## src/cpu_cfg.svh

```systemverilog
`ifndef CPU_CFG_SVH
`define CPU_CFG_SVH

// Datapath width, one byte
`define CPU_DATA_W 8

// Address bus width
`define CPU_ADDR_W 16

// First opcode fetch after reset
`define CPU_RESET_PC 16'h0200

// High byte of every zero-page access
`define CPU_ZP_HI 8'h00

`endif

```

## src/cpu_isa_pkg.sv

```systemverilog
`default_nettype none

package cpu_isa_pkg;

    // Standard 6502 encodings of the supported instructions
    typedef enum logic [7:0] {
        OP_NOP     = 8'hEA,
        OP_SEC     = 8'h38, OP_CLC    = 8'h18, OP_CLV    = 8'hB8,
        OP_TAX     = 8'hAA, OP_TAY    = 8'hA8,
        OP_TXA     = 8'h8A, OP_TYA    = 8'h98,
        OP_INX     = 8'hE8, OP_INY    = 8'hC8,
        OP_DEX     = 8'hCA, OP_DEY    = 8'h88,
        OP_ASL_A   = 8'h0A, OP_LSR_A  = 8'h4A,
        OP_ROL_A   = 8'h2A, OP_ROR_A  = 8'h6A,
        OP_LDA_IMM = 8'hA9, OP_LDA_ZP = 8'hA5,
        OP_LDX_IMM = 8'hA2, OP_LDX_ZP = 8'hA6,
        OP_LDY_IMM = 8'hA0, OP_LDY_ZP = 8'hA4,
        OP_AND_IMM = 8'h29, OP_AND_ZP = 8'h25,
        OP_ORA_IMM = 8'h09, OP_ORA_ZP = 8'h05,
        OP_EOR_IMM = 8'h49, OP_EOR_ZP = 8'h45,
        OP_ADC_IMM = 8'h69, OP_ADC_ZP = 8'h65,
        OP_STA_ZP  = 8'h85, OP_STX_ZP = 8'h86, OP_STY_ZP = 8'h84,
        OP_BCS     = 8'hB0, OP_BCC    = 8'h90,
        OP_BEQ     = 8'hF0, OP_BNE    = 8'hD0,
        OP_BMI     = 8'h30, OP_BPL    = 8'h10,
        OP_JMP_ABS = 8'h4C
    } opcode_e;

    typedef enum logic [3:0] {
        PASS_A,
        PASS_B,
        AND,
        OR,
        XOR,
        ADC,
        INC,
        DEC,
        ASL,
        LSR,
        ROL,
        ROR,
        SET_C,
        CLR_C,
        CLR_V
    } alu_op_e;

    typedef struct packed {
        logic n;
        logic v;
        logic z;
        logic c;
    } flags_t;

    // One bit per flag, set where the flag is written
    typedef struct packed {
        logic n;
        logic v;
        logic z;
        logic c;
    } flag_mask_t;

endpackage

`default_nettype wire

```

## src/cpu_ctrl_pkg.sv

```systemverilog
`default_nettype none

package cpu_ctrl_pkg;

    typedef enum logic [2:0] {
        FETCH,
        EXEC,      // Register-only instructions
        OPERAND,   // Immediate, branch offset or JMP low byte
        ZP_ADDR,
        ZP_READ,
        ZP_WRITE,
        ABS_HI     // JMP high byte
    } state_e;

    typedef enum logic [1:0] {
        REG_A,
        REG_X,
        REG_Y
    } reg_sel_e;

    typedef enum logic [2:0] {
        PC_HOLD,
        PC_INC,
        PC_INC_LATCH,  // Also captures the operand byte
        PC_BRANCH,
        PC_JUMP
    } pc_op_e;

    typedef enum logic {
        ADDR_PC,
        ADDR_ZP
    } addr_sel_e;

endpackage

`default_nettype wire

```

## src/cpu_alu.sv

```systemverilog
`include "cpu_cfg.svh"

`default_nettype none

module cpu_alu (
    input  cpu_isa_pkg::alu_op_e   alu_op,
    input  logic [`CPU_DATA_W-1:0] a,
    input  logic [`CPU_DATA_W-1:0] b,
    input  cpu_isa_pkg::flags_t    flags_in,
    output logic [`CPU_DATA_W-1:0] result,
    output cpu_isa_pkg::flags_t    flags_next
);
    import cpu_isa_pkg::*;

    localparam int W = `CPU_DATA_W;

    logic [W:0] sum;
    logic       carry;
    logic       ovf;

    assign sum = {1'b0, a} + {1'b0, b} + {{W{1'b0}}, flags_in.c};

    always_comb begin
        result = a;
        carry  = flags_in.c;
        ovf    = flags_in.v;
        case (alu_op)
            PASS_B: result = b;
            AND:    result = a & b;
            OR:     result = a | b;
            XOR:    result = a ^ b;
            ADC: begin
                result = sum[W-1:0];
                carry  = sum[W];
                // Same-sign operands giving a different-sign sum
                ovf    = (a[W-1] == b[W-1]) && (sum[W-1] != a[W-1]);
            end
            INC:    result = a + 1'b1;
            DEC:    result = a - 1'b1;
            ASL:    {carry, result} = {a, 1'b0};
            LSR:    {result, carry} = {1'b0, a};
            ROL:    {carry, result} = {a, flags_in.c};
            ROR:    {result, carry} = {flags_in.c, a};
            SET_C:  carry = 1'b1;
            CLR_C:  carry = 1'b0;
            CLR_V:  ovf = 1'b0;
            default: begin
                result = a;
            end
        endcase

        flags_next.n = result[W-1];
        flags_next.v = ovf;
        flags_next.z = (result == '0);
        flags_next.c = carry;
    end

endmodule

`default_nettype wire

```

## src/cpu_regs.sv

```systemverilog
`include "cpu_cfg.svh"

`default_nettype none

module cpu_regs (
    input  logic                    clk,
    input  logic                    rst_n,
    input  cpu_ctrl_pkg::reg_sel_e  src_sel,
    input  cpu_ctrl_pkg::reg_sel_e  dst_sel,
    input  logic                    reg_we,
    input  cpu_isa_pkg::flag_mask_t flag_mask,
    input  logic [`CPU_DATA_W-1:0]  result,
    input  cpu_isa_pkg::flags_t     flags_next,
    output logic [`CPU_DATA_W-1:0]  src_value,
    output cpu_isa_pkg::flags_t     flags
);
    import cpu_ctrl_pkg::*;

    logic [`CPU_DATA_W-1:0] reg_a;
    logic [`CPU_DATA_W-1:0] reg_x;
    logic [`CPU_DATA_W-1:0] reg_y;

    always_ff @(posedge clk or negedge rst_n) begin
        if (!rst_n) begin
            reg_a <= '0;
            reg_x <= '0;
            reg_y <= '0;
            flags <= '0;
        end else begin
            if (reg_we) begin
                case (dst_sel)
                    REG_X:   reg_x <= result;
                    REG_Y:   reg_y <= result;
                    default: reg_a <= result;
                endcase
            end
            // Only flags named in the mask change
            if (flag_mask.n) begin
                flags.n <= flags_next.n;
            end
            if (flag_mask.v) begin
                flags.v <= flags_next.v;
            end
            if (flag_mask.z) begin
                flags.z <= flags_next.z;
            end
            if (flag_mask.c) begin
                flags.c <= flags_next.c;
            end
        end
    end

    always_comb begin
        case (src_sel)
            REG_X:   src_value = reg_x;
            REG_Y:   src_value = reg_y;
            default: src_value = reg_a;
        endcase
    end

endmodule

`default_nettype wire

```

## src/cpu_address_unit.sv

```systemverilog
`include "cpu_cfg.svh"

`default_nettype none

module cpu_address_unit (
    input  logic                    clk,
    input  logic                    rst_n,
    input  cpu_ctrl_pkg::pc_op_e    pc_op,
    input  cpu_ctrl_pkg::addr_sel_e addr_sel,
    input  logic [`CPU_DATA_W-1:0]  mem_rdata,
    output logic [`CPU_ADDR_W-1:0]  mem_addr
);
    import cpu_ctrl_pkg::*;

    logic [`CPU_ADDR_W-1:0] pc;
    logic [`CPU_ADDR_W-1:0] pc_inc;
    logic [`CPU_ADDR_W-1:0] rel_offset;
    logic [`CPU_DATA_W-1:0] oper_lo;

    assign pc_inc     = pc + 1'b1;
    assign rel_offset = {{(`CPU_ADDR_W-`CPU_DATA_W){mem_rdata[`CPU_DATA_W-1]}}, mem_rdata};

    always_ff @(posedge clk or negedge rst_n) begin
        if (!rst_n) begin
            pc <= `CPU_RESET_PC;
        end else begin
            case (pc_op)
                PC_INC, PC_INC_LATCH: pc <= pc_inc;
                PC_BRANCH:            pc <= pc_inc + rel_offset;  // Relative to next opcode
                PC_JUMP:              pc <= {mem_rdata, oper_lo};
                default:              pc <= pc;
            endcase
        end
    end

    // Zero-page address or JMP low byte
    always_ff @(posedge clk) begin
        if (pc_op == PC_INC_LATCH) begin
            oper_lo <= mem_rdata;
        end
    end

    assign mem_addr = (addr_sel == ADDR_ZP) ? {`CPU_ZP_HI, oper_lo} : pc;

endmodule

`default_nettype wire

```

## src/cpu_sequencer.sv

```systemverilog
`include "cpu_cfg.svh"

`default_nettype none

module cpu_sequencer (
    input  logic                    clk,
    input  logic                    rst_n,
    input  logic [`CPU_DATA_W-1:0]  mem_rdata,
    input  cpu_isa_pkg::flags_t     flags,
    output cpu_ctrl_pkg::pc_op_e    pc_op,
    output cpu_ctrl_pkg::addr_sel_e addr_sel,
    output cpu_isa_pkg::alu_op_e    alu_op,
    output cpu_ctrl_pkg::reg_sel_e  src_sel,
    output cpu_ctrl_pkg::reg_sel_e  dst_sel,
    output logic                    reg_we,
    output cpu_isa_pkg::flag_mask_t flag_mask,
    output logic                    mem_we
);
    import cpu_isa_pkg::*;
    import cpu_ctrl_pkg::*;

    localparam flag_mask_t MASK_NONE = '{default: 1'b0};
    localparam flag_mask_t MASK_C    = '{c: 1'b1, default: 1'b0};
    localparam flag_mask_t MASK_V    = '{v: 1'b1, default: 1'b0};
    localparam flag_mask_t MASK_NZ   = '{n: 1'b1, z: 1'b1, default: 1'b0};
    localparam flag_mask_t MASK_NZC  = '{n: 1'b1, z: 1'b1, c: 1'b1, v: 1'b0};
    localparam flag_mask_t MASK_NVZC = '{default: 1'b1};

    state_e     state;
    state_e     state_next;
    opcode_e    op_q;
    opcode_e    op_cur;

    state_e     dec_entry;
    alu_op_e    dec_alu;
    reg_sel_e   dec_src;
    reg_sel_e   dec_dst;
    logic       dec_we;
    flag_mask_t dec_mask;
    logic       dec_store;
    logic       dec_branch;
    logic       dec_jmp;
    logic       taken;

    // Opcode comes straight off the bus during FETCH
    assign op_cur = (state == FETCH) ? opcode_e'(mem_rdata) : op_q;

    always_comb begin
        if (op_cur inside {OP_LDA_IMM, OP_LDX_IMM, OP_LDY_IMM, OP_AND_IMM, OP_ORA_IMM,
                           OP_EOR_IMM, OP_ADC_IMM, OP_BCS, OP_BCC, OP_BEQ, OP_BNE,
                           OP_BMI, OP_BPL, OP_JMP_ABS}) begin
            dec_entry = OPERAND;
        end else if (op_cur inside {OP_LDA_ZP, OP_LDX_ZP, OP_LDY_ZP, OP_AND_ZP, OP_ORA_ZP,
                                    OP_EOR_ZP, OP_ADC_ZP, OP_STA_ZP, OP_STX_ZP,
                                    OP_STY_ZP}) begin
            dec_entry = ZP_ADDR;
        end else begin
            dec_entry = EXEC;  // Implied ops and unknown opcodes
        end

        case (op_cur)
            OP_SEC:                                dec_alu = SET_C;
            OP_CLC:                                dec_alu = CLR_C;
            OP_CLV:                                dec_alu = CLR_V;
            OP_INX, OP_INY:                        dec_alu = INC;
            OP_DEX, OP_DEY:                        dec_alu = DEC;
            OP_ASL_A:                              dec_alu = ASL;
            OP_LSR_A:                              dec_alu = LSR;
            OP_ROL_A:                              dec_alu = ROL;
            OP_ROR_A:                              dec_alu = ROR;
            OP_AND_IMM, OP_AND_ZP:                 dec_alu = AND;
            OP_ORA_IMM, OP_ORA_ZP:                 dec_alu = OR;
            OP_EOR_IMM, OP_EOR_ZP:                 dec_alu = XOR;
            OP_ADC_IMM, OP_ADC_ZP:                 dec_alu = ADC;
            OP_LDA_IMM, OP_LDA_ZP, OP_LDX_IMM,
            OP_LDX_ZP, OP_LDY_IMM, OP_LDY_ZP:      dec_alu = PASS_B;
            default:                               dec_alu = PASS_A;
        endcase

        case (op_cur)
            OP_TXA, OP_INX, OP_DEX, OP_STX_ZP:     dec_src = REG_X;
            OP_TYA, OP_INY, OP_DEY, OP_STY_ZP:     dec_src = REG_Y;
            default:                               dec_src = REG_A;
        endcase

        case (op_cur)
            OP_TAX, OP_INX, OP_DEX, OP_LDX_IMM, OP_LDX_ZP: dec_dst = REG_X;
            OP_TAY, OP_INY, OP_DEY, OP_LDY_IMM, OP_LDY_ZP: dec_dst = REG_Y;
            default:                                       dec_dst = REG_A;
        endcase

        dec_we = op_cur inside {OP_TAX, OP_TAY, OP_TXA, OP_TYA, OP_INX, OP_INY, OP_DEX,
                                OP_DEY, OP_ASL_A, OP_LSR_A, OP_ROL_A, OP_ROR_A,
                                OP_LDA_IMM, OP_LDA_ZP, OP_LDX_IMM, OP_LDX_ZP, OP_LDY_IMM,
                                OP_LDY_ZP, OP_AND_IMM, OP_AND_ZP, OP_ORA_IMM, OP_ORA_ZP,
                                OP_EOR_IMM, OP_EOR_ZP, OP_ADC_IMM, OP_ADC_ZP};

        case (op_cur)
            OP_SEC, OP_CLC:                         dec_mask = MASK_C;
            OP_CLV:                                 dec_mask = MASK_V;
            OP_ASL_A, OP_LSR_A, OP_ROL_A, OP_ROR_A: dec_mask = MASK_NZC;
            OP_ADC_IMM, OP_ADC_ZP:                  dec_mask = MASK_NVZC;
            default:                                dec_mask = dec_we ? MASK_NZ : MASK_NONE;
        endcase

        dec_store  = op_cur inside {OP_STA_ZP, OP_STX_ZP, OP_STY_ZP};
        dec_branch = op_cur inside {OP_BCS, OP_BCC, OP_BEQ, OP_BNE, OP_BMI, OP_BPL};
        dec_jmp    = (op_cur == OP_JMP_ABS);
    end

    always_comb begin
        case (op_q)
            OP_BCS:  taken = flags.c;
            OP_BCC:  taken = !flags.c;
            OP_BEQ:  taken = flags.z;
            OP_BNE:  taken = !flags.z;
            OP_BMI:  taken = flags.n;
            OP_BPL:  taken = !flags.n;
            default: taken = 1'b0;
        endcase
    end

    always_comb begin
        pc_op      = PC_HOLD;
        addr_sel   = ADDR_PC;
        alu_op     = dec_alu;
        src_sel    = dec_src;
        dst_sel    = dec_dst;
        reg_we     = 1'b0;
        flag_mask  = MASK_NONE;
        mem_we     = 1'b0;
        state_next = FETCH;
        case (state)
            FETCH: begin
                pc_op      = PC_INC;
                state_next = dec_entry;
            end
            EXEC: begin
                reg_we    = dec_we;
                flag_mask = dec_mask;
            end
            OPERAND: begin
                if (dec_branch) begin
                    pc_op = taken ? PC_BRANCH : PC_INC;
                end else if (dec_jmp) begin
                    pc_op      = PC_INC_LATCH;  // Keep the low target byte
                    state_next = ABS_HI;
                end else begin
                    pc_op     = PC_INC;
                    reg_we    = dec_we;
                    flag_mask = dec_mask;
                end
            end
            ZP_ADDR: begin
                pc_op      = PC_INC_LATCH;
                state_next = dec_store ? ZP_WRITE : ZP_READ;
            end
            ZP_READ: begin
                addr_sel  = ADDR_ZP;
                reg_we    = dec_we;
                flag_mask = dec_mask;
            end
            ZP_WRITE: begin
                addr_sel = ADDR_ZP;
                mem_we   = 1'b1;  // Data is src_value of the stored register
            end
            ABS_HI: begin
                pc_op = PC_JUMP;
            end
            default: begin
                state_next = FETCH;
            end
        endcase
    end

    always_ff @(posedge clk or negedge rst_n) begin
        if (!rst_n) begin
            state <= FETCH;
            op_q  <= OP_NOP;
        end else begin
            state <= state_next;
            if (state == FETCH) begin
                op_q <= op_cur;
            end
        end
    end

endmodule

`default_nettype wire

```

## src/cpu_core.sv

```systemverilog
`include "cpu_cfg.svh"

`default_nettype none

module cpu_core (
    input  logic                   clk,
    input  logic                   rst_n,
    input  logic [`CPU_DATA_W-1:0] mem_rdata,
    output logic [`CPU_ADDR_W-1:0] mem_addr,
    output logic [`CPU_DATA_W-1:0] mem_wdata,
    output logic                   mem_we
);
    import cpu_isa_pkg::*;
    import cpu_ctrl_pkg::*;

    pc_op_e                 pc_op;
    addr_sel_e              addr_sel;
    alu_op_e                alu_op;
    reg_sel_e               src_sel;
    reg_sel_e               dst_sel;
    logic                   reg_we;
    flag_mask_t             flag_mask;
    flags_t                 flags;
    flags_t                 flags_next;
    logic [`CPU_DATA_W-1:0] src_value;
    logic [`CPU_DATA_W-1:0] result;

    cpu_sequencer u_sequencer (
        .clk       (clk),
        .rst_n     (rst_n),
        .mem_rdata (mem_rdata),
        .flags     (flags),
        .pc_op     (pc_op),
        .addr_sel  (addr_sel),
        .alu_op    (alu_op),
        .src_sel   (src_sel),
        .dst_sel   (dst_sel),
        .reg_we    (reg_we),
        .flag_mask (flag_mask),
        .mem_we    (mem_we)
    );

    cpu_address_unit u_address_unit (
        .clk       (clk),
        .rst_n     (rst_n),
        .pc_op     (pc_op),
        .addr_sel  (addr_sel),
        .mem_rdata (mem_rdata),
        .mem_addr  (mem_addr)
    );

    cpu_alu u_alu (
        .alu_op     (alu_op),
        .a          (src_value),
        .b          (mem_rdata),  // Operand byte or zero-page data
        .flags_in   (flags),
        .result     (result),
        .flags_next (flags_next)
    );

    cpu_regs u_regs (
        .clk        (clk),
        .rst_n      (rst_n),
        .src_sel    (src_sel),
        .dst_sel    (dst_sel),
        .reg_we     (reg_we),
        .flag_mask  (flag_mask),
        .result     (result),
        .flags_next (flags_next),
        .src_value  (src_value),
        .flags      (flags)
    );

    assign mem_wdata = src_value;

endmodule

`default_nettype wire

```

## config.mk

```make
export PLATFORM = sky130hd
export DESIGN_NAME = cpu_core
export DESIGN_NICKNAME = d
export VERILOG_FILES = /design/src/cpu_isa_pkg.sv /design/src/cpu_ctrl_pkg.sv /design/src/cpu_alu.sv /design/src/cpu_regs.sv /design/src/cpu_address_unit.sv /design/src/cpu_sequencer.sv /design/src/cpu_core.sv
export VERILOG_INCLUDE_DIRS = /design/src
export SDC_FILE = /design/constraint.sdc
export NUM_CORES = 1
export LEC_CHECK = 0
export ABC_AREA = 1
export BUFFER_PORTS_ARGS = -buffer_cell sky130_fd_sc_hd__buf_2
export CORE_MARGIN = 2
export CORE_UTILIZATION = 62
export DETAILED_ROUTE_END_ITERATION = 6
export PLACE_DENSITY = 0.77
export SLEW_MARGIN = 20
export SYNTH_ARGS = -nofsm -noshare
export SYNTH_HDL_FRONTEND = slang
export SYNTH_SLANG_ARGS = --single-unit
```

## constraint.sdc

```tcl
create_clock -name clk -period 7.1 [get_ports clk]
set_input_delay 0.355 -clock clk [delete_from_list [all_inputs] [get_ports clk]]
set_output_delay 0.355 -clock clk [all_outputs]
set_load 0.02 [all_outputs]
```

Word level (Yosys, flattened, before mapping)
Cells that the tools add are included.
{ "word_totals": {"regBits": 62, "input_bits": 10, "out_inout_bits": 25, "elab_cells": 157} }
{ "op_classes": {"n_addsub": 6, "n_eq_ne": 72, "n_mux": 30, "bitwise_logic": 4, "n_reduce_logical": 35} }
{ "ops": {"columns": ["op", "count"], "rows": [
  ["$eq A8 B8 Y1 const B", 26],
  ["$pmux W8 S11", 1],
  ["$eq A8 B7 Y1 const B", 7],
  ["$pmux W4 S14", 1],
  ["$eq A8 B6 Y1 const B", 6],
  ["$pmux W16 S3", 1],
  ["$reduce_bool A26 Y1", 1],
  ["$reduce_or A2 Y1", 13],
  ["$eq A4 B4 Y1 const B", 6],
  ["$eq A8 B5 Y1 const B", 3],
  ["$add A16 B1 Y16 const B", 1],
  ["$add A16 B16 Y16", 1],
  ["$eq A4 B3 Y1 const B", 4],
  ["$eq A8 B4 Y1 const B", 2],
  ["$mux W16", 1],
  ["$pmux W4 S4", 1],
  ["$pmux W8 S2", 1],
  ["$reduce_bool A14 Y1", 1],
  ["$eq A3 B2 Y1 const B", 4],
  ["$eq A3 B3 Y1 const B", 4],
  ["$mux W4", 3],
  ["$pmux W3 S4", 1],
  ["$reduce_or A4 Y1", 3],
  ["$reduce_bool A10 Y1", 1],
  ["33 further kinds", 54]
]} }

Depth between registers and ports, before layout
Gate-level depths: netlist (run 1).
{ "depth": {"depth_word": 11, "depth_mapped": 35} }

By module
A second synthesis (run 1) with hierarchy kept.
{ "hier_totals": {"hier_cells": 1148, "area_unflattened_um2": 7287.0} }
{ "modules_own_cells": {"columns": ["mod", "instances", "cells_each", "area_each_um2", "seq_area_each_um2"], "rows": [
  ["cpu_address_unit", 1, 409, 2653.8, 641.9],
  ["cpu_sequencer", 1, 260, 1617.8, 281.5],
  ["cpu_alu", 1, 317, 1602.8, 0.0],
  ["cpu_regs", 1, 162, 1412.6, 700.7]
]} }

Worst setup path before layout (run 1)
No wires, ideal clock.
{ "synth_path": {"path_kind": "register -> register", "start": "register u_sequencer.state[0]", "end": "register, netlist name u_regs.flags[1]", "arrival_time_ps": 4632, "path_slack_ps": 2403, "stages_incl_launch_ff": 30, "period_less_slack_ps": 4697, "cell_sequence": "dfrtp_1 nor2_4 buf_6 nand3_1 nand2_2 nand2_2 nor2_4 nand2_2 nand2_1 inv_1 nand3_1 inv_1 ha_1 inv_1 o21ai_0 inv_1 fa_1 inv_1 nand4_1 nand3_1 nand2_1 nand4_1 nand2_1 nor2_1 nand3_1 nor2_2 nand2_1 nor2_1 nand3_1 nand2_1"} }
{ "synth_via": {"elab_chain_cells": 11, "elab_cells_between_ends": 87, "cone_classes": "4 x add/sub; 54 x eq/ne; 10 x mux; 3 x bitwise; 16 x reduce/logical"} }
{ "synth_lines": {"columns": ["item", "line_no", "text"], "rows": [
  ["start: declaration", "cpu_sequencer.sv:29", "state_e state;"],
  ["start signal: assignment", "cpu_sequencer.sv:181", "state <= state_next;"],
  ["$logic_not A3 Y1 *", "cpu_sequencer.sv:46", "assign op_cur = (state == FETCH) ? opcode_e'(mem_rdata) : op_q;"],
  ["$mux W8 *", "cpu_sequencer.sv:46", null],
  ["$eq A8 B8 Y1", "cpu_sequencer.sv:80", "case (op_cur)"],
  ["$reduce_or A4 Y1", "cpu_sequencer.sv:80", null],
  ["$pmux W2 S2 *", "cpu_sequencer.sv:80", null],
  ["$eq A2 B2 Y1 / $eq A2 B1 Y1 (equally long branches)", "cpu_regs.sv:54", "case (src_sel)"],
  ["$pmux W8 S2 *", "cpu_regs.sv:54", null],
  ["net mem_wdata[1]", "cpu_core.sv:10", "output logic [`CPU_DATA_W-1:0] mem_wdata,"],
  ["$add A8 B8 Y9", "cpu_alu.sv:21", "assign sum = {1'b0, a} + {1'b0, b} + {{W{1'b0}}, flags_in.c};"],
  ["$add A9 B1 Y9", "cpu_alu.sv:21", null],
  ["$pmux W8 S11 *", "cpu_alu.sv:27", "case (alu_op)"],
  ["$logic_not A8 Y1 *", "cpu_alu.sv:54", "flags_next.z = (result == '0);"]
]} }
The timed path passes the listed nets; every way through them passes the cells marked *.
A chain may end at the register's enable or synchronous reset.

Final worst setup path (run 1)
{ "layout_path": {"start": "register u_sequencer.state[0]", "end": "register, netlist name u_regs.flags[1]"} }
{ "layout_via": {"elab_chain_cells": 11, "elab_cells_between_ends": 87, "cone_classes": "4 x add/sub; 54 x eq/ne; 10 x mux; 3 x bitwise; 16 x reduce/logical"} }
{ "layout_lines": {"columns": ["item", "line_no"], "rows": [
  ["$logic_not A3 Y1", "cpu_sequencer.sv:46"],
  ["$mux W8", "cpu_sequencer.sv:46"],
  ["$eq A8 B8 Y1, on equally long branches", "cpu_sequencer.sv:61, cpu_sequencer.sv:80, cpu_sequencer.sv:92"],
  ["$reduce_or A4 Y1", "cpu_sequencer.sv:80"],
  ["$pmux W2 S2", "cpu_sequencer.sv:80"],
  ["$eq A2 B2 Y1 / $eq A2 B1 Y1 (equally long branches)", "cpu_regs.sv:54"],
  ["$pmux W8 S2", "cpu_regs.sv:54"],
  ["$add A8 B8 Y9", "cpu_alu.sv:21"],
  ["$add A9 B1 Y9", "cpu_alu.sv:21"],
  ["$pmux W8 S11", "cpu_alu.sv:27"],
  ["$logic_not A8 Y1", "cpu_alu.sv:54"]
]} }
Parallel ways exist; a longest one is shown, timed or not.

==> results of run 1 <==
[state kept, by name, summed over array words and instances (netlist names)]
name	cells
u_sequencer.op_q	8
u_address_unit.pc	16
u_regs.reg_y	8
u_sequencer.state	3
u_regs.reg_a	8
u_address_unit.oper_lo	8
u_regs.flags	3
u_regs.reg_x	8
[power by group]
| part | internal (mW) | leakage [nW] | total [mW] | switching, mW |
|---|---|---|---|---|
| combinational | 0.626 | 2.71 | 2.06 | 1.43 |
| sequential | 0.483 | 0.716 | 0.563 | 0.0807 |
| clock | 0.189 | 0.114 | 0.362 | 0.173 |
[routing by layer]
metal	part of all wire	routed length, um
met1	0.41	7909
met2	0.45	8726
met3	0.085	1637
met4	0.049	934
met5	0	0
[critical path, stage by stage (launching register included)]
cell and delay [ns]:
dfrtp_1 0.45, nor2_4 0.38, nand3_1 0.15, nand2_2 0.18
nand2_2 0.13, nor2_1 0.23, nand3_1 0.16, nand3_1 0.19
inv_1 0.06, ha_1 0.31, inv_1 0.19, o21ai_0 0.77
inv_1 0.24, fa_1 0.47, inv_1 0.12, nand4_1 0.14
nand3_1 0.11, nand2_1 0.07, nand4_1 0.13, nand2_1 0.09
nor2_1 0.12, nand3_1 0.11, nor2_2 0.21, nand2_1 0.08
nor2_1 0.15, nand3_1 0.11, nand2_1 0.07
[logic make-up after synthesis]
kind of cell,after synthesis
adders and majority gates,46
xor gates and xnor gates,21
buffers and inverters,180
AOI/OAI and AO/OA,175
and+or+nand+nor,461
DFF,62
[through the flow]
step	instances	setup WS [ns]	power [mW]
3_3_place_gp	1103	2.007	2.502
6_report	1119	1.605	2.984
3_5_place_dp	1103	1.851	2.549
2_1_floorplan	945	2.403	2.071
5_1_grt	1119	1.065	3.217
4_1_cts	1119	1.687	2.924
[worst paths after layout]
path                                      start                         to  slack (ns)  depth (start not counted)
max                        u_sequencer.state[0]            u_regs.flags[1]        1.61                         26
min                                       rst_n      u_address_unit.pc[14]        0.13                          2
max reg2reg                u_sequencer.state[0]            u_regs.flags[1]        1.61                         26
min reg2reg                     u_regs.reg_y[1]            u_regs.reg_y[1]        0.50                          2
max in group asynchronous                 rst_n            u_regs.reg_a[1]        6.48                          2
min in group clk                   mem_rdata[6]  u_address_unit.oper_lo[6]        0.29                          1
[synthesized netlist by cell type (all sizes together), types with 8 or more instances]
| cell type | n |
|---|---|
| o22ai | 10 |
| inv | 163 |
| a22oi | 10 |
| a21oi | 48 |
| ha | 42 |
| nand2 | 266 |
| dfrtp | 48 |
| nand3 | 63 |
| clkbuf | 8 |
| nor2 | 86 |
| edfxtp | 8 |
| o21ai | 81 |
| nor3 | 23 |
| xor2 | 15 |
| nand4 | 15 |
[layout make-up]
class / instances / share of cell area
Tap cell: 133 / 0.02457
Clock inverter: 6 / 0.01127
Inverter: 166 / 0.09237
Sequential cell: 62 / 0.2361
Timing Repair Buffer: 39 / 0.03067
Clock buffer: 10 / 0.02198
Multi-Input combinational cell: 703 / 0.5830
==> run metrics, run 1 <==
status finished, final reports clean; setup_tns 0 ns; Via density 5.966; hold buffer count at cts 0; Finished Cell Area 6773 um2; Peak Freq ~180 MHz; Synth async-reset ratio 0.8710; Buffers on Ports 34; via count 6676; per-cell routed wire length roughly 17 um; area of the multi-input gates between 3000 and 4000 um2; Register Area around 1600 um2; largest area contributor in the netlist dfrtp_1; io pins 35; Rows 36; ys flop type dfrtp_1; Die W 104.6 um; layout cell share with drive strength beyond 1 0.1410; Initial DRT Pass Iterations 6; Compound-Gate Fraction of Synth Area 0.1603; Antenna diodes 0; number of setup buffers added after CTS 0; M2 GR Usage 0.5789; commonest non-fill, non-tap cell in the layout nand2_1; Power Density about 440 nW/um2; Max-Cap Viols 0; post-synthesis register bit count 62; GRT busiest layer met2; Synth Cell Area about 6300 um2; Nets a little over 1000; placed cell area approximately 6500 um2; hold crit path type in -> async; Area Growth Syn to Fin 7.915%; RSZ-0062 raised after global routing false; H-tree lvl count 3; syn_nets 1001; clk slew on worst S/H paths around 0.08 ns; first-pass GRT wire length roughly 32 mm; crit path capture type register; Synth area leaders dfrtp_1, nand2_1, inv_1, ha_1, nand3_1; placer's final routability congestion estimate roughly 1.0; mux cell area share after synthesis 0; clock latency at the later pin of the worst-skew pair between 0.3 and 0.4 ns; Fill cells 854; Avg Cell Area, Syn approximately 6.6 um2; Detailed Route WL roughly 19 mm; HPWL after detailed placement approximately 15 mm; synthesized instance count approximately 950; Residual DRC 0; worst hold margin 0.1251 ns; worst vdd ir 234.0 uV; final hold viol count 0; EDFF count, synth 8; Netlist cell types between 50 and 60; CP Data Required Time approximately 7.4 ns; vias in the first global route 6306; critical path fanouts, max 18; grt total ovfl 0; xor and xnor fraction of the mapped netlist area 0.02931; post-synthesis sequential area ratio 0.2548; largest net degree at the start of global routing 55; Synth top area share 0.1914; Worst Skew ~0.0073 ns; Setup Viol. Count Final 0; die area around 11000 um2; most frequent cells in the layout nand2_1, inv_1, nor2_1; startpoint class of the critical path register; Inserted Clock Buffers 9; Max Slew Vio Count 0; final worst path period need between 5 and 6 ns; Leakage roughly 3.5 nW; Vert. Die Dim 104.6 um; max_slew headroom 0.3917; CTS tree yes; Post-Synth Simple-Gate Area 0.3431; clock tree sinks 62; Slew @ Worst Pin ~0.9 ns; area share of fa/ha/maj cells after synthesis 0.09649; WP data arrival about 5.8 ns; initial antenna violation count 0; M1 GR Usage 0.4740; GRT Util Overall 0.3605; GR Layer Usage met3 0.04117; critical path class reg -> reg; Starting Density 0.6391; root buffer cell clkbuf_8; CTS max path bufs 2; crit share post-route 0.7739; Yosys Warn Count 0; PostCTS Resize Cnt 0; largest family of logic cells by synthesized area simple AND/OR/NAND/NOR gates; DRT antenna net count 0; Layout Utilization 0.6897; Iter 0 DRT Violations 633; core area around 9800 um2
Note: power is estimated with default switching activity, not from simulation.
==> run 2: changes to the inputs <==
ABC_AREA = 0   (was 1)
CORE_UTILIZATION = 57   (was 62)
PLACE_DENSITY = 0.74   (was 0.77)
clock period = 4.8 ns   (was 7.1 ns; I/O delays follow)
==> run 2 against run 1 <==
The flow now finishes with violations (setup timing). Synthesized area is 3.7% lower. Worst setup slack worse by 1.7 ns. Via count is 5.5% lower. Routed wire length is 3.9% higher. Largest cell class unchanged. Combinational power is 57% higher. Flip-flop and latch count stayed put. Sequential share of layout area is 2.5 points lower. Core utilization is 4.4 points higher. First-iteration DRC count is 7.9% higher. Clock-buffer cell count stayed put.
==> run metrics, run 2 <==
status complete, but fails checks (was finished, final reports clean); failing checks setup timing; clock tree sinks 62 (unchanged); Leakage 3.518 nW (was 3.543 nW); HPWL after detailed placement 14.92 mm (was 14.56 mm); critical path fanouts, max 5 (was 18); Nets 887 (was 1037); Worst path slowest cell or4_4 (was o21ai_0); largest area contributor in the netlist dfrtp_1 (unchanged); Synth async-reset ratio 0.8710 (unchanged); EDFF count, synth 8 (unchanged); Starting Density 0.5854 (was 0.6391); final hold viol count 0 (unchanged); Critical Path Start u_sequencer.state[0] (unchanged); worst vdd ir 400.8 uV (was 234.0 uV); Via density 6.491 (was 5.966); Fill cells 750 (was 854); Die W 107.0 um (was 104.6 um); Synth area leaders dfrtp_1, ha_1, mux2_2, nor2_1, edfxtp_1 (was dfrtp_1, nand2_1, inv_1, ha_1, nand3_1); Worst Skew 0.008943 ns (was 0.007324 ns); post-synthesis register bit count 62 (unchanged); die area 11440 um2 (was 10940 um2); vias in the first global route 6287 (was 6306); Worst Slack Setup Final -0.09108 ns (was 1.605 ns); met2 WL 9.744 mm (was 8.726 mm); startpoint class of the critical path register (unchanged); final worst path period need 4.891 ns (was 5.495 ns); Metal-1 WL 7.635 mm (was 7.909 mm); Vert. Die Dim 107.0 um (was 104.6 um); grt total ovfl 0 (unchanged); Peak Freq 204.5 MHz (was 182.0 MHz); CTS max path bufs 2 (unchanged); Netlist cell types 75 (was 52); DRT antenna net count 0 (unchanged); per-cell routed wire length 20.52 um (was 17.17 um); max incr delay on CP 0.54 ns (was 0.77 ns); first-pass GRT wire length 31.69 mm (was 31.55 mm); layout cell share with drive strength beyond 1 0.3122 (was 0.1410); core area 10320 um2 (was 9819 um2); max_slew headroom 0.2817 (was 0.3917); Detailed Route WL 19.95 mm (was 19.21 mm); reg2reg setup slack -0.09 ns (was 1.61 ns); Yosys Warn Count 0 (unchanged); Rows 37 (was 36); Biggest register u_address_unit.pc (unchanged); Avg Cell Area, Syn 8.500 um2 (was 6.641 um2); CTS tree yes (unchanged); critical path class reg -> reg (unchanged); Post-synth top cells nor2_1, nand2_1, dfrtp_1 (was nand2_1, inv_1, nor2_1); hold crit path type in -> async (unchanged); CP Cell Sequence buf_6 -> nor3_4 -> buf_12 -> mux2i_4 -> inv_2 -> buf_12 -> a2111oi_4 -> nor2_2 -> ha_4 -> a22oi_2 -> nor2_2 -> a21oi_4 -> inv_2 -> fa_2 -> buf_4 -> xor2_1 -> a211oi_1 -> o211ai_1 -> mux2_4 -> or4_4 -> o32ai_2; clk slew on worst S/H paths 0.08 ns (about the same); synthesized instance count 711 (was 945); routed length on met3 1.473 mm (was 1.637 mm); GRT Util Overall 0.3533 (was 0.3605); CP Data Required Time 5.06 ns (was 7.41 ns); uppermost layer routed met4 (unchanged); post-synthesis sequential area ratio 0.2646 (was 0.2548); hold buffer count at cts 0 (unchanged); worst hold margin 0.004243 ns (was 0.1251 ns); clock latency at the later pin of the worst-skew pair 0.35 ns (was 0.36 ns); commonest non-fill, non-tap cell in the layout buf_4 (was nand2_1); Max-Cap Viols 0 (unchanged); Synth top area share 0.1988 (was 0.1914); WP data arrival 5.15 ns (was 5.80 ns); Initial DRT Pass Iterations 5 (was 6); r2r endpoint u_regs.flags[1] (unchanged); setup_tns -0.2990 ns (was 0 ns); crit path capture type register (unchanged); Synth Cell Area 6043 um2 (was 6276 um2); Power Density 614.8 nW/um2 (was 440.6 nW/um2); initial antenna violation count 0 (unchanged); Layout Utilization 0.7336 (was 0.6897); Setup Viol. Count Final 4 (was 0); syn_nets 767 (was 1001); Worst Setup EP u_regs.flags[1] (unchanged); placer's final routability congestion estimate 1.037 (was 1.032); ys flop type dfrtp_1 (unchanged); max reg flops 16 (unchanged); Max Slew Vio Count 0 (unchanged); most numerous cell in the Yosys netlist nor2_1 (was nand2_1); Area Growth Syn to Fin 25.32% (was 7.915%); largest net degree at the start of global routing 55 (unchanged); reg-to-reg startpoint u_sequencer.state[0] (unchanged); Residual DRC 0 (unchanged); R2R cell count 21 (was 26); Buffers on Ports 34 (unchanged); root buffer cell clkbuf_8 (unchanged); Iter 0 DRT Violations 683 (was 633); H-tree lvl count 3 (unchanged); crit share post-route 1.019 (was 0.7739); io pins 35 (unchanged); Inserted Clock Buffers 9 (unchanged); Slew @ Worst Pin 1.074 ns (was 0.9029 ns); Antenna diodes 0 (unchanged); RSZ-0062 raised after global routing true (was false); Total Power Consumption 4.656 mW (was 2.984 mW); via count 6309 (was 6676); most frequent cells in the layout buf_4, nor2_1, nand2_1 (was nand2_1, inv_1, nor2_1)
[run 2: per-stage QoR]
stage | cells | instance area (um2) | setup slack (ns)
5_1_grt | 972 | 7574 | -0.2774
2_1_floorplan | 711 | 6257 | -0.1083
6_report | 972 | 7574 | -0.09108
3_5_place_dp | 947 | 7131 | -0.1713
3_3_place_gp | 947 | 7131 | -0.05267
4_1_cts | 970 | 7518 | -0.03213
[run 2: how the worst min path moves through the flow]
stage	cells after the start	to	slack, ns
after floorplan	0	u_address_unit.pc[0]	-0.06
after detailed placement	2	u_address_unit.pc[13]	0.42
after global routing	2	u_address_unit.pc[13]	0.07
after global placement	2	u_address_unit.pc[11]	0.42
after CTS	2	u_address_unit.pc[5]	0.04
final	2	u_address_unit.pc[11]	0.004
[run 2: power by group]
part	switching, mW	leakage [nW]	total (mW)	internal (mW)
Clock	0.238	0.114	0.548	0.311
Sequential	0.177	0.744	0.876	0.699
Combinational	1.77	2.66	3.23	1.46
Total	2.18	3.52	4.66	2.47
[run 2: final cells by class]
type                            instances  area, um2  area share
Sequential cell                        62       1599      0.2111
Timing Repair Buffer                  142       1041      0.1375
Tap cell                              136      170.2     0.02247
Inverter                               43      168.9     0.02230
Multi-Input combinational cell        573       4365      0.5764
Clock buffer                           10      137.6     0.01817
Clock inverter                          6      91.34     0.01206
[run 2: worst max-delay path: cells and delay by family, from the launching register on]
kind / cells / cell delay (ns)
AOI/OAI and AO/OA: 6 / 1.37
xor gates and xnor gates: 1 / 0.17
adders and majority gates: 2 / 0.59
buffers and inverters: 6 / 0.75
DFF: 1 / 0.39
muxes: 2 / 0.57
and+or+nand+nor: 4 / 0.96
[run 2: routing by layer]
layer / GRT usage / vias up
met3: 0.06322 / 96
met1: 0.4196 / 3002
li1: - / 2863
met2: 0.6005 / 348
met4: 0.2013 / 0
met5: 0 / -
[run 2: logic make-up (layout without fill, tap and decap cells)]
family | after synthesis | after routing | share of synthesized area
xor+xnor | 34 | 34 | 0.04927
mux | 53 | 53 | 0.1012
fa+ha+maj | 46 | 46 | 0.1002
compound gates | 203 | 203 | 0.2340
simple gates | 237 | 237 | 0.1967
buf+inv | 76 | 201 | 0.05404
flops | 62 | 62 | 0.2646
[run 2: timing repair]
item | 4_1_cts | 5_1_grt
setup endpoints to repair | 11 | 17
pin swaps | 0 | 8
gates resized for setup | 23 | 11
buffers inserted | 7 | 3
cloned | 1 | 0
==> run 3: changes to the inputs <==
CORE_ASPECT_RATIO = 0.75   (was default)
CORE_UTILIZATION = 50   (was 57)
GPL_TIMING_DRIVEN = 0   (was default)
PLACE_DENSITY = 0.66   (was 0.74)
==> run 3 against run 2 <==
The flow still finishes with violations (setup timing). First-iteration DRC count is 0.73% lower. Power rose by 2.9%. Critical path depth did not move. Clock skew up 0.0026 ns. Non-clock buffer count shrank 40. Cell area decreased by 1.0%. Register-to-register slack got worse by 0.19 ns. Maximum frequency is 3.8% lower. Final cell count is 1.4% lower. Combinational power about the same. Sequential share of layout area increased by 0.22 points. Clock-buffer cell count up 2. Critical path type unchanged. Largest cell class unchanged. Largest power group unchanged.
==> run metrics, run 3 (synthesized netlist as in run 2, its figures left out) <==
core area 11700 um2 (was 10320 um2); placer's final routability congestion estimate 0.9730 (was 1.037); critical path fanouts, max 10 (was 5); DRT antenna net count 0 (unchanged); Finished Cell Area 7495 um2 (was 7574 um2); RSZ-0062 raised after global routing true (unchanged); max reg flops 16 (unchanged); Peak Freq 196.7 MHz (was 204.5 MHz); Power Density 639.3 nW/um2 (was 614.8 nW/um2); first-pass GRT wire length 31.57 mm (was 31.69 mm); Antenna diodes 0 (unchanged); Total Power Consumption 4.791 mW (was 4.656 mW); Setup WS pre-CTS -0.9009 ns (was -0.1713 ns); max_slew headroom 0.1820 (was 0.2817); Leakage 3.357 nW (was 3.518 nW); root buffer cell clkbuf_16 (was clkbuf_8); Vert. Die Dim 99.21 um (was 107.0 um); clock tree sinks 62 (unchanged); Inserted Clock Buffers 9 (unchanged); Nets 847 (was 887); failing checks setup timing (unchanged); Detailed Route WL 20.62 mm (was 19.95 mm); Setup Viol. Count Final 12 (was 4); status complete, but fails checks (unchanged); Starting Density 0.5166 (was 0.5854); crit share post-route 1.059 (was 1.019); Layout Utilization 0.6406 (was 0.7336); area of the multi-input gates 4511 um2 (was 4365 um2); Residual DRC 0 (unchanged); via count 6115 (was 6309); GRT Util Overall 0.3173 (was 0.3533); Max Slew Vio Count 0 (unchanged); Fill cells 1014 (was 750); Biggest register u_address_unit.pc (unchanged); commonest non-fill, non-tap cell in the layout nor2_1 (was buf_4); most frequent cells in the layout nor2_1, nand2_1, dfrtp_1 (was buf_4, nor2_1, nand2_1); worst vdd ir 386.4 uV (was 400.8 uV); io pins 35 (unchanged); clock latency at the later pin of the worst-skew pair 0.33 ns (was 0.35 ns); Slew @ Worst Pin 1.216 ns (was 1.074 ns); hold crit path type in -> reg (was in -> async); critical path class reg -> reg (unchanged); vias in the first global route 5658 (was 6287); startpoint class of the critical path register (unchanged); initial antenna violation count 0 (unchanged); clk slew on worst S/H paths 0.06 ns (was 0.08 ns); grt total ovfl 0 (unchanged); CTS tree yes (unchanged); Die W 130.9 um (was 107.0 um); Placed Instances 908 (was 947); Iter 0 DRT Violations 678 (was 683); layout cell share with drive strength beyond 1 0.2789 (was 0.3122); worst hold margin 0.1548 ns (was 0.004243 ns); Via density 6.383 (was 6.491); Worst Skew 0.01153 ns (was 0.008943 ns); Initial DRT Pass Iterations 7 (was 5); per-cell routed wire length 21.53 um (was 20.52 um); final hold viol count 0 (unchanged); final worst path period need 5.085 ns (was 4.891 ns); HPWL after detailed placement 14.95 mm (was 14.92 mm); setup_tns -1.261 ns (was -0.2990 ns); Area Growth Syn to Fin 24.02% (was 25.32%); fin cells 958 (was 972); largest net degree at the start of global routing 55 (unchanged); WP data arrival 5.32 ns (was 5.15 ns); Max-Cap Viols 0 (unchanged); CP Data Required Time 5.03 ns (was 5.06 ns); CTS max path bufs 2 (unchanged); placed cell area 6640 um2 (was 7131 um2); die area 12990 um2 (was 11440 um2); Worst Slack Setup Final -0.2849 ns (was -0.09108 ns); worst hold path depth 1; Register Area 1599 um2 (unchanged); crit path capture type register (unchanged); R2R cell count 21 (unchanged); Rows 34 (was 37); H-tree lvl count 3 (unchanged); Buffers on Ports 34 (unchanged)
[run 3: cell count changes in the layout (fill, tap and decap cells not counted), moves of 3 or more]
cell,before,now
a22oi_1,19,16
buf_4,101,35
buf_6,4,9
clkbuf_16,0,10
clkbuf_8,10,3
a22oi_2,1,4
clkbuf_1,0,16
[run 3: metal layers]
layer,track usage,vias up,share of wire,wire length (um)
li1,-,2787,-,-
met1,0.4971,2987,0.48,9804
met2,0.4368,308,0.41,8433
met3,0.08015,33,0.10,2127
met4,0.06219,0,0.012,256
met5,0,-,0,0
[run 3: power breakdown]
group | internal, mW | switching (mW) | leakage (nW) | total [mW]
clock network | 0.415 | 0.241 | 0.143 | 0.656
registers | 0.702 | 0.202 | 0.744 | 0.904
logic | 1.41 | 1.82 | 2.47 | 3.23
total | 2.52 | 2.27 | 3.36 | 4.79
[run 3: worst paths after layout]
path | from | to | slack [ns]
worst max-delay path | u_sequencer.state[1] | u_regs.flags[1] | -0.28
worst min-delay path | mem_rdata[3] | u_address_unit.oper_lo[3] | 0.15
worst max register to register | u_sequencer.state[1] | u_regs.flags[1] | -0.28
worst min register to register | u_regs.reg_y[3] | u_regs.reg_y[3] | 0.51
max in group asynchronous | rst_n | u_regs.flags[0] | 3.80
min in group asynchronous | rst_n | u_address_unit.pc[3] | 0.51
[run 3: timing repair]
| item | CTS | global route |
|---|---|---|
| resized for setup | 30 | 39 |
| pin swaps | 36 | 31 |
| hold buffers | 1 | 0 |
| setup endpoints to repair | 27 | 27 |
| hold endpoints to repair | 3 | 0 |
| buffers inserted | 25 | 15 |
| gates cloned | 0 | 0 |
[run 3: cell type report]
type	count	share of cell area
clock inverters	4	0.006344
inverters	43	0.02287
flip-flops and latches	62	0.2134
repair buffers	76	0.07028
well taps	162	0.02705
clock buffers	12	0.03289
plain buffers	26	0.02538
multi-input cells	573	0.6018
[run 3: critical path, stage by stage (launching register included)]
cell and delay (ns):
dfrtp_1 0.37, buf_6 0.13, or3_4 0.45, mux2i_4 0.31, nand2_4 0.10, a2111oi_4 0.41
nor2_4 0.07, ha_4 0.27, clkbuf_8 0.19, nor2_2 0.16, a21oi_4 0.05, buf_4 0.15
ha_1 0.29, a21o_1 0.12, a21o_1 0.15, buf_4 0.12, o22ai_1 0.08, a221oi_2 0.27
o2111ai_1 0.15, mux2_4 0.30, or4_4 0.57, o32ai_2 0.25
